--- src/verilog/rv32i_pkg.sv ---
package rv32i_pkg;

    localparam int NUM_ARCH_REGS = 32;

    typedef logic [31:0] inst_t;
    typedef logic [4:0]  arch_reg_t;

    // RV32I major opcodes, bits [6:0]
    typedef enum logic [6:0] {
        OPC_LUI    = 7'b0110111,
        OPC_AUIPC  = 7'b0010111,
        OPC_JAL    = 7'b1101111,
        OPC_JALR   = 7'b1100111,
        OPC_BRANCH = 7'b1100011,
        OPC_LOAD   = 7'b0000011,
        OPC_STORE  = 7'b0100011,
        OPC_OP_IMM = 7'b0010011,
        OPC_OP     = 7'b0110011
    } opcode_e;

endpackage : rv32i_pkg

--- src/verilog/rename_pkg.sv ---
package rename_pkg;

    localparam int NUM_PHYS_REGS   = 64;
    localparam int ROB_DEPTH       = 32;
    localparam int IQ_DEPTH        = 8;
    localparam int FREE_LIST_DEPTH = 32;

    typedef logic [$clog2(NUM_PHYS_REGS)-1:0] phys_reg_t;
    typedef logic [$clog2(ROB_DEPTH)-1:0]     rob_idx_t;

    typedef struct packed {
        rv32i_pkg::arch_reg_t rd;
        logic                 rd_we;
        phys_reg_t            pd;
        phys_reg_t            ps1;
        phys_reg_t            ps2;
        logic                 ps1_ready;
        logic                 ps2_ready;
        rob_idx_t             rob_idx;
    } dispatch_t;

    typedef struct packed {
        logic      valid;
        rob_idx_t  rob_idx;
        phys_reg_t pd;
        logic      rd_we;
    } cdb_t;

    typedef struct packed {
        rv32i_pkg::arch_reg_t rd;
        logic                 rd_we;
        phys_reg_t            pd;
        phys_reg_t            old_pd;
    } commit_t;

endpackage : rename_pkg

--- src/verilog/rat.sv ---
module rat (
    input  logic                  clk,
    input  logic                  rst,
    input  rv32i_pkg::arch_reg_t  rs1_i,
    input  rv32i_pkg::arch_reg_t  rs2_i,
    input  logic                  dispatch_valid_i,
    input  rename_pkg::dispatch_t dispatch_i,
    input  rename_pkg::cdb_t      cdb_i,
    output rename_pkg::phys_reg_t ps1_o,
    output rename_pkg::phys_reg_t ps2_o,
    output logic                  ps1_ready_o,
    output logic                  ps2_ready_o
);

    import rv32i_pkg::*;
    import rename_pkg::*;

    phys_reg_t                map_q [NUM_ARCH_REGS];
    logic [NUM_ARCH_REGS-1:0] ready_q;

    // Reads see the state from before the edge
    assign ps1_o       = map_q[rs1_i];
    assign ps2_o       = map_q[rs2_i];
    assign ps1_ready_o = ready_q[rs1_i];
    assign ps2_ready_o = ready_q[rs2_i];

    always_ff @(posedge clk) begin
        if (rst) begin
            for (int i = 0; i < NUM_ARCH_REGS; i++) begin
                map_q[i] <= phys_reg_t'(i);     // Identity map
            end
            ready_q <= '1;
        end else begin
            if (cdb_i.valid && cdb_i.rd_we) begin
                for (int i = 1; i < NUM_ARCH_REGS; i++) begin
                    if (map_q[i] == cdb_i.pd) begin
                        ready_q[i] <= 1'b1;
                    end
                end
            end
            // Later assignment, so dispatch beats a same-cycle CDB
            if (dispatch_valid_i && dispatch_i.rd_we && dispatch_i.rd != '0) begin
                map_q[dispatch_i.rd]   <= dispatch_i.pd;
                ready_q[dispatch_i.rd] <= 1'b0;
            end
        end
    end

endmodule : rat

--- src/verilog/rename_core.sv ---
module rename_core (
    input  logic                  clk,
    input  logic                  rst,
    input  logic                  inst_valid_i,
    input  rv32i_pkg::inst_t      inst_i,
    input  rename_pkg::cdb_t      cdb_i,
    output logic                  iq_full_o,
    output logic                  dispatch_valid_o,
    output rename_pkg::dispatch_t dispatch_o,
    output logic                  commit_valid_o,
    output rename_pkg::commit_t   commit_o
);

    import rv32i_pkg::*;
    import rename_pkg::*;

    inst_t     iq_head;
    logic      iq_empty;
    logic      iq_dequeue;
    phys_reg_t free_pd;
    logic      free_empty;
    logic      free_dequeue;
    logic      free_enqueue;
    phys_reg_t freed_pd;
    arch_reg_t rs1;
    arch_reg_t rs2;
    phys_reg_t ps1;
    phys_reg_t ps2;
    logic      ps1_ready;
    logic      ps2_ready;
    rob_idx_t  rob_tail;
    logic      rob_full;
    logic      head_valid;
    dispatch_t rob_head;

    sync_fifo #(
        .DATA_WIDTH ($bits(inst_t)),
        .DEPTH      (IQ_DEPTH),
        .PRELOAD    (1'b0),
        .PRELOAD_BASE (0)
    ) iq0 (
        .clk(clk),
        .rst(rst),
        .wdata_i(inst_i),
        .enqueue_i(inst_valid_i),
        .dequeue_i(iq_dequeue),
        .rdata_o(iq_head),
        .full_o(iq_full_o),
        .empty_o(iq_empty)
    );

    // Starts holding the registers above the identity map
    sync_fifo #(
        .DATA_WIDTH ($bits(phys_reg_t)),
        .DEPTH      (FREE_LIST_DEPTH),
        .PRELOAD    (1'b1),
        .PRELOAD_BASE (NUM_PHYS_REGS - FREE_LIST_DEPTH)
    ) free_list0 (
        .clk(clk),
        .rst(rst),
        .wdata_i(freed_pd),
        .enqueue_i(free_enqueue),
        .dequeue_i(free_dequeue),
        .rdata_o(free_pd),
        .full_o(),              // Cannot fill while any writer is in flight
        .empty_o(free_empty)
    );

    rename_dispatch rename_dispatch0 (
        .inst_i(iq_head),
        .iq_empty_i(iq_empty),
        .rob_full_i(rob_full),
        .free_empty_i(free_empty),
        .free_pd_i(free_pd),
        .rob_tail_i(rob_tail),
        .ps1_i(ps1),
        .ps2_i(ps2),
        .ps1_ready_i(ps1_ready),
        .ps2_ready_i(ps2_ready),
        .rs1_o(rs1),
        .rs2_o(rs2),
        .iq_dequeue_o(iq_dequeue),
        .free_dequeue_o(free_dequeue),
        .dispatch_valid_o(dispatch_valid_o),
        .dispatch_o(dispatch_o)
    );

    rat rat0 (
        .clk(clk),
        .rst(rst),
        .rs1_i(rs1),
        .rs2_i(rs2),
        .dispatch_valid_i(dispatch_valid_o),
        .dispatch_i(dispatch_o),
        .cdb_i(cdb_i),
        .ps1_o(ps1),
        .ps2_o(ps2),
        .ps1_ready_o(ps1_ready),
        .ps2_ready_o(ps2_ready)
    );

    rob rob0 (
        .clk(clk),
        .rst(rst),
        .dispatch_valid_i(dispatch_valid_o),
        .dispatch_i(dispatch_o),
        .cdb_i(cdb_i),
        .tail_o(rob_tail),
        .full_o(rob_full),
        .head_valid_o(head_valid),
        .head_o(rob_head)
    );

    rrat rrat0 (
        .clk(clk),
        .rst(rst),
        .commit_valid_i(head_valid),
        .head_i(rob_head),
        .commit_valid_o(commit_valid_o),
        .commit_o(commit_o),
        .free_enqueue_o(free_enqueue),
        .free_pd_o(freed_pd)
    );

endmodule : rename_core

--- src/verilog/rename_dispatch.sv ---
module rename_dispatch (
    input  rv32i_pkg::inst_t      inst_i,
    input  logic                  iq_empty_i,
    input  logic                  rob_full_i,
    input  logic                  free_empty_i,
    input  rename_pkg::phys_reg_t free_pd_i,
    input  rename_pkg::rob_idx_t  rob_tail_i,
    input  rename_pkg::phys_reg_t ps1_i,
    input  rename_pkg::phys_reg_t ps2_i,
    input  logic                  ps1_ready_i,
    input  logic                  ps2_ready_i,
    output rv32i_pkg::arch_reg_t  rs1_o,
    output rv32i_pkg::arch_reg_t  rs2_o,
    output logic                  iq_dequeue_o,
    output logic                  free_dequeue_o,
    output logic                  dispatch_valid_o,
    output rename_pkg::dispatch_t dispatch_o
);

    import rv32i_pkg::*;
    import rename_pkg::*;

    opcode_e   opcode;
    arch_reg_t rd;
    logic      writes_rd;

    // Fixed RV32I field positions
    assign opcode = opcode_e'(inst_i[6:0]);
    assign rd     = inst_i[11:7];
    assign rs1_o  = inst_i[19:15];
    assign rs2_o  = inst_i[24:20];

    // Branches and stores have no rd, x0 is never renamed
    assign writes_rd = (opcode != OPC_BRANCH) && (opcode != OPC_STORE) && (rd != '0);

    // Free list only matters for a register-writing instruction
    always_comb begin
        dispatch_valid_o = !iq_empty_i && !rob_full_i;
        if (writes_rd && free_empty_i) begin
            dispatch_valid_o = 1'b0;
        end
    end

    assign iq_dequeue_o   = dispatch_valid_o;
    assign free_dequeue_o = dispatch_valid_o && writes_rd;

    always_comb begin
        dispatch_o.rd        = rd;
        dispatch_o.rd_we     = writes_rd;
        dispatch_o.pd        = writes_rd ? free_pd_i : '0;
        dispatch_o.ps1       = ps1_i;
        dispatch_o.ps2       = ps2_i;
        dispatch_o.ps1_ready = ps1_ready_i;
        dispatch_o.ps2_ready = ps2_ready_i;
        dispatch_o.rob_idx   = rob_tail_i;
    end

endmodule : rename_dispatch

--- src/verilog/rob.sv ---
module rob (
    input  logic                  clk,
    input  logic                  rst,
    input  logic                  dispatch_valid_i,
    input  rename_pkg::dispatch_t dispatch_i,
    input  rename_pkg::cdb_t      cdb_i,
    output rename_pkg::rob_idx_t  tail_o,
    output logic                  full_o,
    output logic                  head_valid_o,
    output rename_pkg::dispatch_t head_o
);

    import rename_pkg::*;

    dispatch_t            entry_q [ROB_DEPTH];
    logic [ROB_DEPTH-1:0] valid_q;
    logic [ROB_DEPTH-1:0] done_q;
    rob_idx_t             head_q;
    rob_idx_t             tail_q;
    logic                 alloc;

    assign tail_o = tail_q;
    assign full_o = valid_q[tail_q];    // Tail caught up with head

    // Head commits as soon as it is done
    assign head_valid_o = valid_q[head_q] && done_q[head_q];
    assign head_o       = entry_q[head_q];

    assign alloc = dispatch_valid_i && !full_o;

    always_ff @(posedge clk) begin
        if (rst) begin
            valid_q <= '0;
            done_q  <= '0;
            head_q  <= '0;
            tail_q  <= '0;
        end else begin
            if (cdb_i.valid && valid_q[cdb_i.rob_idx]) begin
                done_q[cdb_i.rob_idx] <= 1'b1;
            end
            if (head_valid_o) begin
                valid_q[head_q] <= 1'b0;
                head_q          <= head_q + 1'b1;
            end
            if (alloc) begin
                valid_q[tail_q] <= 1'b1;
                done_q[tail_q]  <= 1'b0;
                tail_q          <= tail_q + 1'b1;
            end
        end
    end

    always_ff @(posedge clk) begin
        if (alloc) begin
            entry_q[tail_q] <= dispatch_i;
        end
    end

endmodule : rob

--- src/verilog/rrat.sv ---
module rrat (
    input  logic                  clk,
    input  logic                  rst,
    input  logic                  commit_valid_i,
    input  rename_pkg::dispatch_t head_i,
    output logic                  commit_valid_o,
    output rename_pkg::commit_t   commit_o,
    output logic                  free_enqueue_o,
    output rename_pkg::phys_reg_t free_pd_o
);

    import rv32i_pkg::*;
    import rename_pkg::*;

    phys_reg_t map_q [NUM_ARCH_REGS];
    phys_reg_t old_pd;

    assign old_pd = map_q[head_i.rd];   // Committed mapping before this commit

    assign commit_valid_o  = commit_valid_i;
    assign commit_o.rd     = head_i.rd;
    assign commit_o.rd_we  = head_i.rd_we;
    assign commit_o.pd     = head_i.pd;
    assign commit_o.old_pd = old_pd;

    // Displaced register goes back to the free list
    assign free_enqueue_o = commit_valid_i && head_i.rd_we;
    assign free_pd_o      = old_pd;

    always_ff @(posedge clk) begin
        if (rst) begin
            for (int i = 0; i < NUM_ARCH_REGS; i++) begin
                map_q[i] <= phys_reg_t'(i);
            end
        end else if (free_enqueue_o) begin
            map_q[head_i.rd] <= head_i.pd;
        end
    end

endmodule : rrat

--- src/verilog/sync_fifo.sv ---
module sync_fifo #(
    parameter int DATA_WIDTH   = 32,
    parameter int DEPTH        = 8,
    parameter bit PRELOAD      = 1'b0,
    parameter int PRELOAD_BASE = 0
) (
    input  logic                  clk,
    input  logic                  rst,
    input  logic [DATA_WIDTH-1:0] wdata_i,
    input  logic                  enqueue_i,
    input  logic                  dequeue_i,
    output logic [DATA_WIDTH-1:0] rdata_o,
    output logic                  full_o,
    output logic                  empty_o
);

    localparam int PTR_W = $clog2(DEPTH);
    localparam int CNT_W = $clog2(DEPTH + 1);

    logic [DATA_WIDTH-1:0] mem [DEPTH];
    logic [PTR_W-1:0]      rd_ptr_q;
    logic [PTR_W-1:0]      wr_ptr_q;
    logic [CNT_W-1:0]      count_q;
    logic                  do_enq;
    logic                  do_deq;

    assign full_o  = (count_q == CNT_W'(DEPTH));
    assign empty_o = (count_q == '0);
    assign rdata_o = mem[rd_ptr_q];     // Head visible combinationally

    assign do_enq = enqueue_i && !full_o;   // Push while full is dropped
    assign do_deq = dequeue_i && !empty_o;

    // Pointers wrap naturally, DEPTH is a power of two
    always_ff @(posedge clk) begin
        if (rst) begin
            rd_ptr_q <= '0;
            wr_ptr_q <= '0;
            count_q  <= PRELOAD ? CNT_W'(DEPTH) : '0;
        end else begin
            if (do_enq) begin
                wr_ptr_q <= wr_ptr_q + 1'b1;
            end
            if (do_deq) begin
                rd_ptr_q <= rd_ptr_q + 1'b1;
            end
            count_q <= count_q + CNT_W'(do_enq) - CNT_W'(do_deq);
        end
    end

    always_ff @(posedge clk) begin
        if (rst && PRELOAD) begin
            for (int i = 0; i < DEPTH; i++) begin
                mem[i] <= DATA_WIDTH'(PRELOAD_BASE + i);    // Consecutive values
            end
        end else if (do_enq) begin
            mem[wr_ptr_q] <= wdata_i;
        end
    end

endmodule : sync_fifo
--- config.mk ---
export PLATFORM = sky130hd
export DESIGN_NAME = rename_core
export DESIGN_NICKNAME = d
export VERILOG_FILES = /design/src/verilog/rv32i_pkg.sv /design/src/verilog/rename_pkg.sv /design/src/verilog/rat.sv /design/src/verilog/rename_core.sv /design/src/verilog/rename_dispatch.sv /design/src/verilog/rob.sv /design/src/verilog/rrat.sv /design/src/verilog/sync_fifo.sv
export SDC_FILE = /design/constraint.sdc
export NUM_CORES = 2
export LEC_CHECK = 0
export BUFFER_PORTS_ARGS = -buffer_cell sky130_fd_sc_hd__buf_4
export CAP_MARGIN = 20
export CELL_PAD_IN_SITES_DETAIL_PLACEMENT = 1
export CELL_PAD_IN_SITES_GLOBAL_PLACEMENT = 2
export CORE_ASPECT_RATIO = 1.1
export CORE_MARGIN = 2
export CORE_UTILIZATION = 35
export DETAILED_ROUTE_END_ITERATION = 10
export PLACE_DENSITY_LB_ADDON = 0.08
export SETUP_SLACK_MARGIN = 0.3
export SYNTH_ARGS = -nofsm -noshare
export SYNTH_HDL_FRONTEND = slang
export SYNTH_SLANG_ARGS = --single-unit
--- constraint.sdc ---
create_clock -name clk -period 10.9 [get_ports clk]
set_input_delay 1.09 -clock clk [delete_from_list [all_inputs] [get_ports clk]]
set_output_delay 1.09 -clock clk [all_outputs]
set_load 0.01 [all_outputs]
---- Word-level counts from Yosys, hierarchy flattened ----
Memory sizes are Yosys's and may differ from the RTL's. A register that Yosys moved wholly into a read port is not among the register bits.
Index checks and enable logic that the tools add are counted.
word-level totals
  register bits ........................... 132
  RAM bits ................................ 1824
  input bits .............................. 48
  logic and storage cells ................. 202
  memories ................................ 5
memories
  name            words  bits a word  rd ports  clocked after Yosys merged registers in  wr ports  RTL line         source
  rob0.entry_q    32     31           1         1                                        1         rob.sv:15        dispatch_t entry_q [ROB_DEPTH];
  iq0.mem         8      32           1         1                                        1         sync_fifo.sv:20  logic [DATA_WIDTH-1:0] mem [DEPTH];
  free_list0.mem  32     6            1         1                                        32        sync_fifo.sv:20
  rat0.map_q      32     6            33        0                                        32        rat.sv:18        phys_reg_t map_q [NUM_ARCH_REGS];
  rrat0.map_q     32     6            1         0                                        32        rrat.sv:15       phys_reg_t map_q [NUM_ARCH_REGS];
operators by class
  add/subtract/negate cells ............... 10
  magnitude comparators ................... 10
  equal/unequal tests ..................... 35
  muxes and demuxes ....................... 92
  bitwise gates (word level) .............. 8
  reduce and logical (&&, ||, !) cells .... 30
operator list
  operator             number
  $mux 32              7
  $eq 6x6->1           31
  $and 32x32->32       3
  $not 32->32          3
  $or 32x32->32        2
  $mux 31              2
  $mux 1               60
  $lt 5x6->1 const B   6
  $mux 5               7
  $bmux 1 s5           6
  $mux 6               4
  $add 5x1->5 const B  4
  $demux 1 s5          4
  $ge 5x1->1 const B   4
  $logic_and 1x1->1    19
  $reduce_or 6->1      3
  $ne 7x6->1 const B   1
  $ne 7x7->1 const B   1
  $add 3x1->3 const B  2
  $add 6x1->6          1
  $eq 6x6->1 const B   1
  $logic_not 6->1      1
  $mux 3               2
  $sub 6x1->6          1
  other kinds (6)      10

---- Depth between registers and ports, before layout ----
  depth in word-level cells ............... 12
  gate-level depth with buffers ........... 20
  gate-level depth less buffers ........... 18

---- Modules after synthesis ----
A second synthesis with hierarchy kept.
unflattened totals
  cells, all modules ...................... 5004
  area, all modules ....................... 86404.1 sq um
modules (own cells, without submodules)
  module                  times used  cells each  area each (sq um)  sequential area each (sq um)
  rob                     1           1919        42036.6            31370.1
  rat                     1           1056        14063.5            6406.1
  sync_fifo (iq0)         1           451         10467.5            7947.6
  sync_fifo (free_list0)  1           787         10252.3            6185.9
  rrat                    1           742         9180.1             5765.5
  rename_dispatch         1           49          404.1              0.0

---- Worst setup path before layout ----
Ideal clock, no wire load.
  path kind ............................... reg-to-output
  start point ............................. register with a tool-made name
  end point ............................... output dispatch_o[21] (netlist bit)
  arrival time ............................ 3.369 ns
  data required time ...................... 9.810 ns
  path slack .............................. 6.441 ns
  cell stages (with the launch flop) ...... 9
  path buffers ............................ 3
  path through ............................ dfxtp_1 > buf_1 > buf_1 > mux4_2 > mux4_2 > mux2_2 > nand2_1 > clkbuf_1 > inv_1
RTL lines
  what           RTL line          source
  end, declared  rename_core.sv:9  output rename_pkg::dispatch_t dispatch_o,

==> qor.yml <==
global_routing:
  grt_use_total_pct: 21.8
  grt_pass1_vias: 38029
  grt_max_degree: 92
  antenna_found_initial: 2
  grt_pass1_wl_um: 272000
  overflow: 0
setup_path:
  r2r-end: "rat0.map_q[30][5]$_SDFFCE_PN0P_"
  cp_common_cell: "buf_4"
  crit_buf_inv: 6
  critPathTopFamily: "buffers and inverters"
  arrival_ps: 5970
  r2r_slack_ps: 5090
  critPathMaxStageDelay_ps: 800
  cpMaxStageDelayCell: "buf_4"
  reg2regPathDepth: 10
  end_kind: "primary output"
  path_class: "flip-flop to primary output"
  startpoint_type: "flip-flop"
  cp_max_fo: 54
  crit_chain: "buf_4, mux4_2, mux4_2, mux2_2, buf_4, inv_1, nand2_1, nor2_1, nand3_1, o2111ai_1, nor3_4, buf_4, inv_1, buf_4"
  crit_required_ps: 9810
floorplan:
  die-area_um2: 171000
  die_h_um: 434
  ios: 100
  core-area_um2: 167000
  die_width_um: 395
  rows: 157
  start_util_pct: 35.3
yosys:
  async_flop_share_pct: 0
  ys_seq_area_share_pct: 62.6
  synth_top_cell_by_area: "edfxtp_1"
  ys_top_cells_by_area: "edfxtp_1 58%, mux4_2 9.6%, dfxtp_1 4.9%"
  synth_edf_count: 1128
  ys_seq_elements: 1273
  netlist.area_leader.share_pct: 57.7
  synthCells: 4271
  synthXorXnorAreaFrac_pct: 3.09
  avgSynthCellArea_um2: 13.8
  synthSimpleGateAreaFrac_pct: 11.3
  synth_top_family_by_area: "multiplexers"
  synth_flop_cell: "edfxtp_1"
  synth_fa_ha_area_share_pct: 0.707
  yosys_warnings: 0
  synth.distinct_cells: 76
  synth-compound-area-share_pct: 4.87
  muxShareOfSynthArea_pct: 14.4
  netlist_area_um2: 58700
sta:
  fin_ws_ps: 3840
  finalCritPeriodShare_pct: 64.8
  rsz0062_at_grt: "no"
  finalHoldViolCount: 0
  drv_slew: 0
  setup_violations: 0
  hold_ws_ps: 490
  slew_headroom_pct: 31.0
  fmax_mhz: 142
  fin_setup_tns_ps: 0
  worstMarginPinSlew_ps: 1030
  finClkSkew_ps: 26.0
  finalCriticalPeriod_ps: 7060
worst_hold_path:
  hold_path_startpoint: "rat0.ready_q[0]$_SDFFE_PP1P_"
  holdPathEnd: "rat0.ready_q[0]$_SDFFE_PP1P_"
  worstHoldPathCells: 1
  hold_path_class: "flip-flop to flip-flop"
route:
  totalWireLength_um: 187000
  first_pass_iters: 5
  vias: 35828
  postRouteAntennaNets: 0
  vias_per_cell: 5.37
  wl_per_cell_um: 28.0
  drt-initial-drc-count: 2245
  post-route-drc-count: 0
power:
  finalPower_mw: 15.9
  leakagePower_nw: 21.5
  seqPwrFrac_pct: 36.9
  p_per_area_nw_per_um2: 237
  p_sw_mw: 5.63
  swShare_pct: 35.4
  clockPowerShare_pct: 32.5
  comb_power_share_pct: 30.6
  internal-power_mw: 10.3
  vdd_drop_max_v: 0.000195
flow_run:
  cap_viol_max_count: 0
status:
  status: "finished, final reports clean"
cts:
  clock_path_buffers: 3
  cts_buffers: 150
  h-tree-depth: 4
  cts_tree: "built"
  post_cts_buffers: 0
  clk-insertion-delay-late_ps: 800
  post_cts_resized: 0
  clkSinkCount: 1273
  cts-root-buf: "clkbuf_16"
  clk_pin_slew_worst_paths_ps: 60
  cts_hold_repair.buffers: 0
place:
  gp_congestion: 0.796
  pre_cts_slack_ps: 4570
  place_area_um2: 62000
  dp_hpwl_um: 115000
  io_buffers: 88
layout:
  ff_latch_area_um2: 36800
  fill_cells: 17172
  multi_input_area_um2: 20500
  final_area_um2: 67000
  drive_gt1_share_pct: 17.8
  fin_nets: 4397
  syn_to_final_growth_pct: 14.1
[final cells by class]
cell class	count	share of cell area (%)
Antenna cell	2	0.00747
Inverter	88	0.493
Tap cell	2226	4.16
Sequential cell	1273	54.9
Timing Repair Buffer	197	2.29
Clock buffer	204	6.16
Clock inverter	73	1.35
Multi-Input combinational cell	2607	30.6
[worst max-delay path by stage]
stage          startpoint        endpoint  slack, ps  cells past startpoint
3_5_place_dp    flip-flop     commit_o[4]       4570                     14
5_1_grt         flip-flop     commit_o[4]       3460                     14
6_report        flip-flop     commit_o[4]       3840                     14
3_3_place_gp    flip-flop     commit_o[4]       4510                     14
2_1_floorplan   flip-flop  dispatch_o[21]       6440                      8
4_1_cts         flip-flop     commit_o[4]       3670                     14
[stage by stage]
stage          instances  util [%]
6_report            6670      40.2
5_1_grt             6669      40.2
4_1_cts             6666      40.2
3_5_place_dp        6389      37.2
3_3_place_gp        6388      37.2
2_1_floorplan       4276         -
[synth_stat cells, types with 5 or more instances]
master and count:
and3_1 16, or3_1 5, and2_1 91, nor3_1 78, mux2i_1 260, nor4_1 36, nor3b_1 11, nand4_1 47
a211oi_1 100, a311oi_1 30, ha_1 30, or2_1 14, nor2b_1 15, xnor2_1 103, buf_4 26, buf_1 31
or2_2 22, mux2_2 18, xor2_1 104, o221ai_1 11, mux4_2 251, a21o_1 17, a31oi_1 30, nand2_1 428
clkbuf_1 172, nor4b_1 8, a21oi_1 101, dfxtp_1 145, o22ai_1 12, o31a_1 16, nor2_1 406, a22oi_1 15
inv_2 5, buf_6 13, o21ai_0 41, o32ai_1 5, nand2b_1 98, nor3_2 6, edfxtp_1 1128, o211ai_1 6
buf_2 64, nand3_1 115, a22o_1 5, inv_1 82
[metal layers]
metal  GRT usage, %  part of all wire [%]  vias to the layer above
li1               -                     -                    16136
met1           29.7                    45                    18785
met2           37.0                    49                      670
met3           2.73                   3.3                      237
met4           5.71                   2.4                        0
met5              0                     0                        -
[power by group through the flow]
stage | Clock, mW | Sequential, mW | Combinational (mW)
2_1_floorplan | 0 | 5.88 | 2.94
5_1_grt | 5.45 | 5.89 | 5.21
3_3_place_gp | 0 | 5.97 | 4.91
6_report | 5.17 | 5.86 | 4.86
4_1_cts | 5.29 | 5.87 | 4.94
3_5_place_dp | 0 | 5.97 | 4.93
[flip-flops by register name, indices dropped and copies added, names as in the netlist, 6 cells and up, named ones only]
name,count
free_list0.mem,192
rob0.done_q,32
rob0.valid_q,32
rat0.ready_q,32
free_list0.count_q,6
rat0.map_q,192
rob0.entry_q,384
iq0.mem,168
rrat0.map_q,192
[kinds of logic after synthesis]
kind of cell / count (synthesis)
fa+ha+maj: 32
xor+xnor: 207
flops: 1273
compound gates: 416
mux: 530
simple gates: 1416
other cells: 1
buf+inv: 396
[cell usage in the layout, fill, tap and decap left out, types with 15 or more instances in the layout]
cell,count
inv_1,82
a21oi_1,100
a31oi_1,30
o31a_1,16
and2_1,90
edfxtp_1,1128
ha_1,30
or2_2,22
clkbuf_16,152
nand2b_1,98
nor3_1,76
nand2_1,422
nor2_2,23
a311oi_1,30
dfxtp_1,137
o21ai_0,41
a211oi_1,99
nor4_1,36
clkbuf_1,39
bufinv_16,16
clkinv_1,25
a21o_1,17
nand3_1,115
mux2_2,18
nand4_1,47
buf_4,192
nor2_1,379
mux2i_1,246
clkinv_2,15
mux4_2,251
xor2_1,104
xnor2_1,103
a22oi_1,15
(Power assumes the default switching activity.)
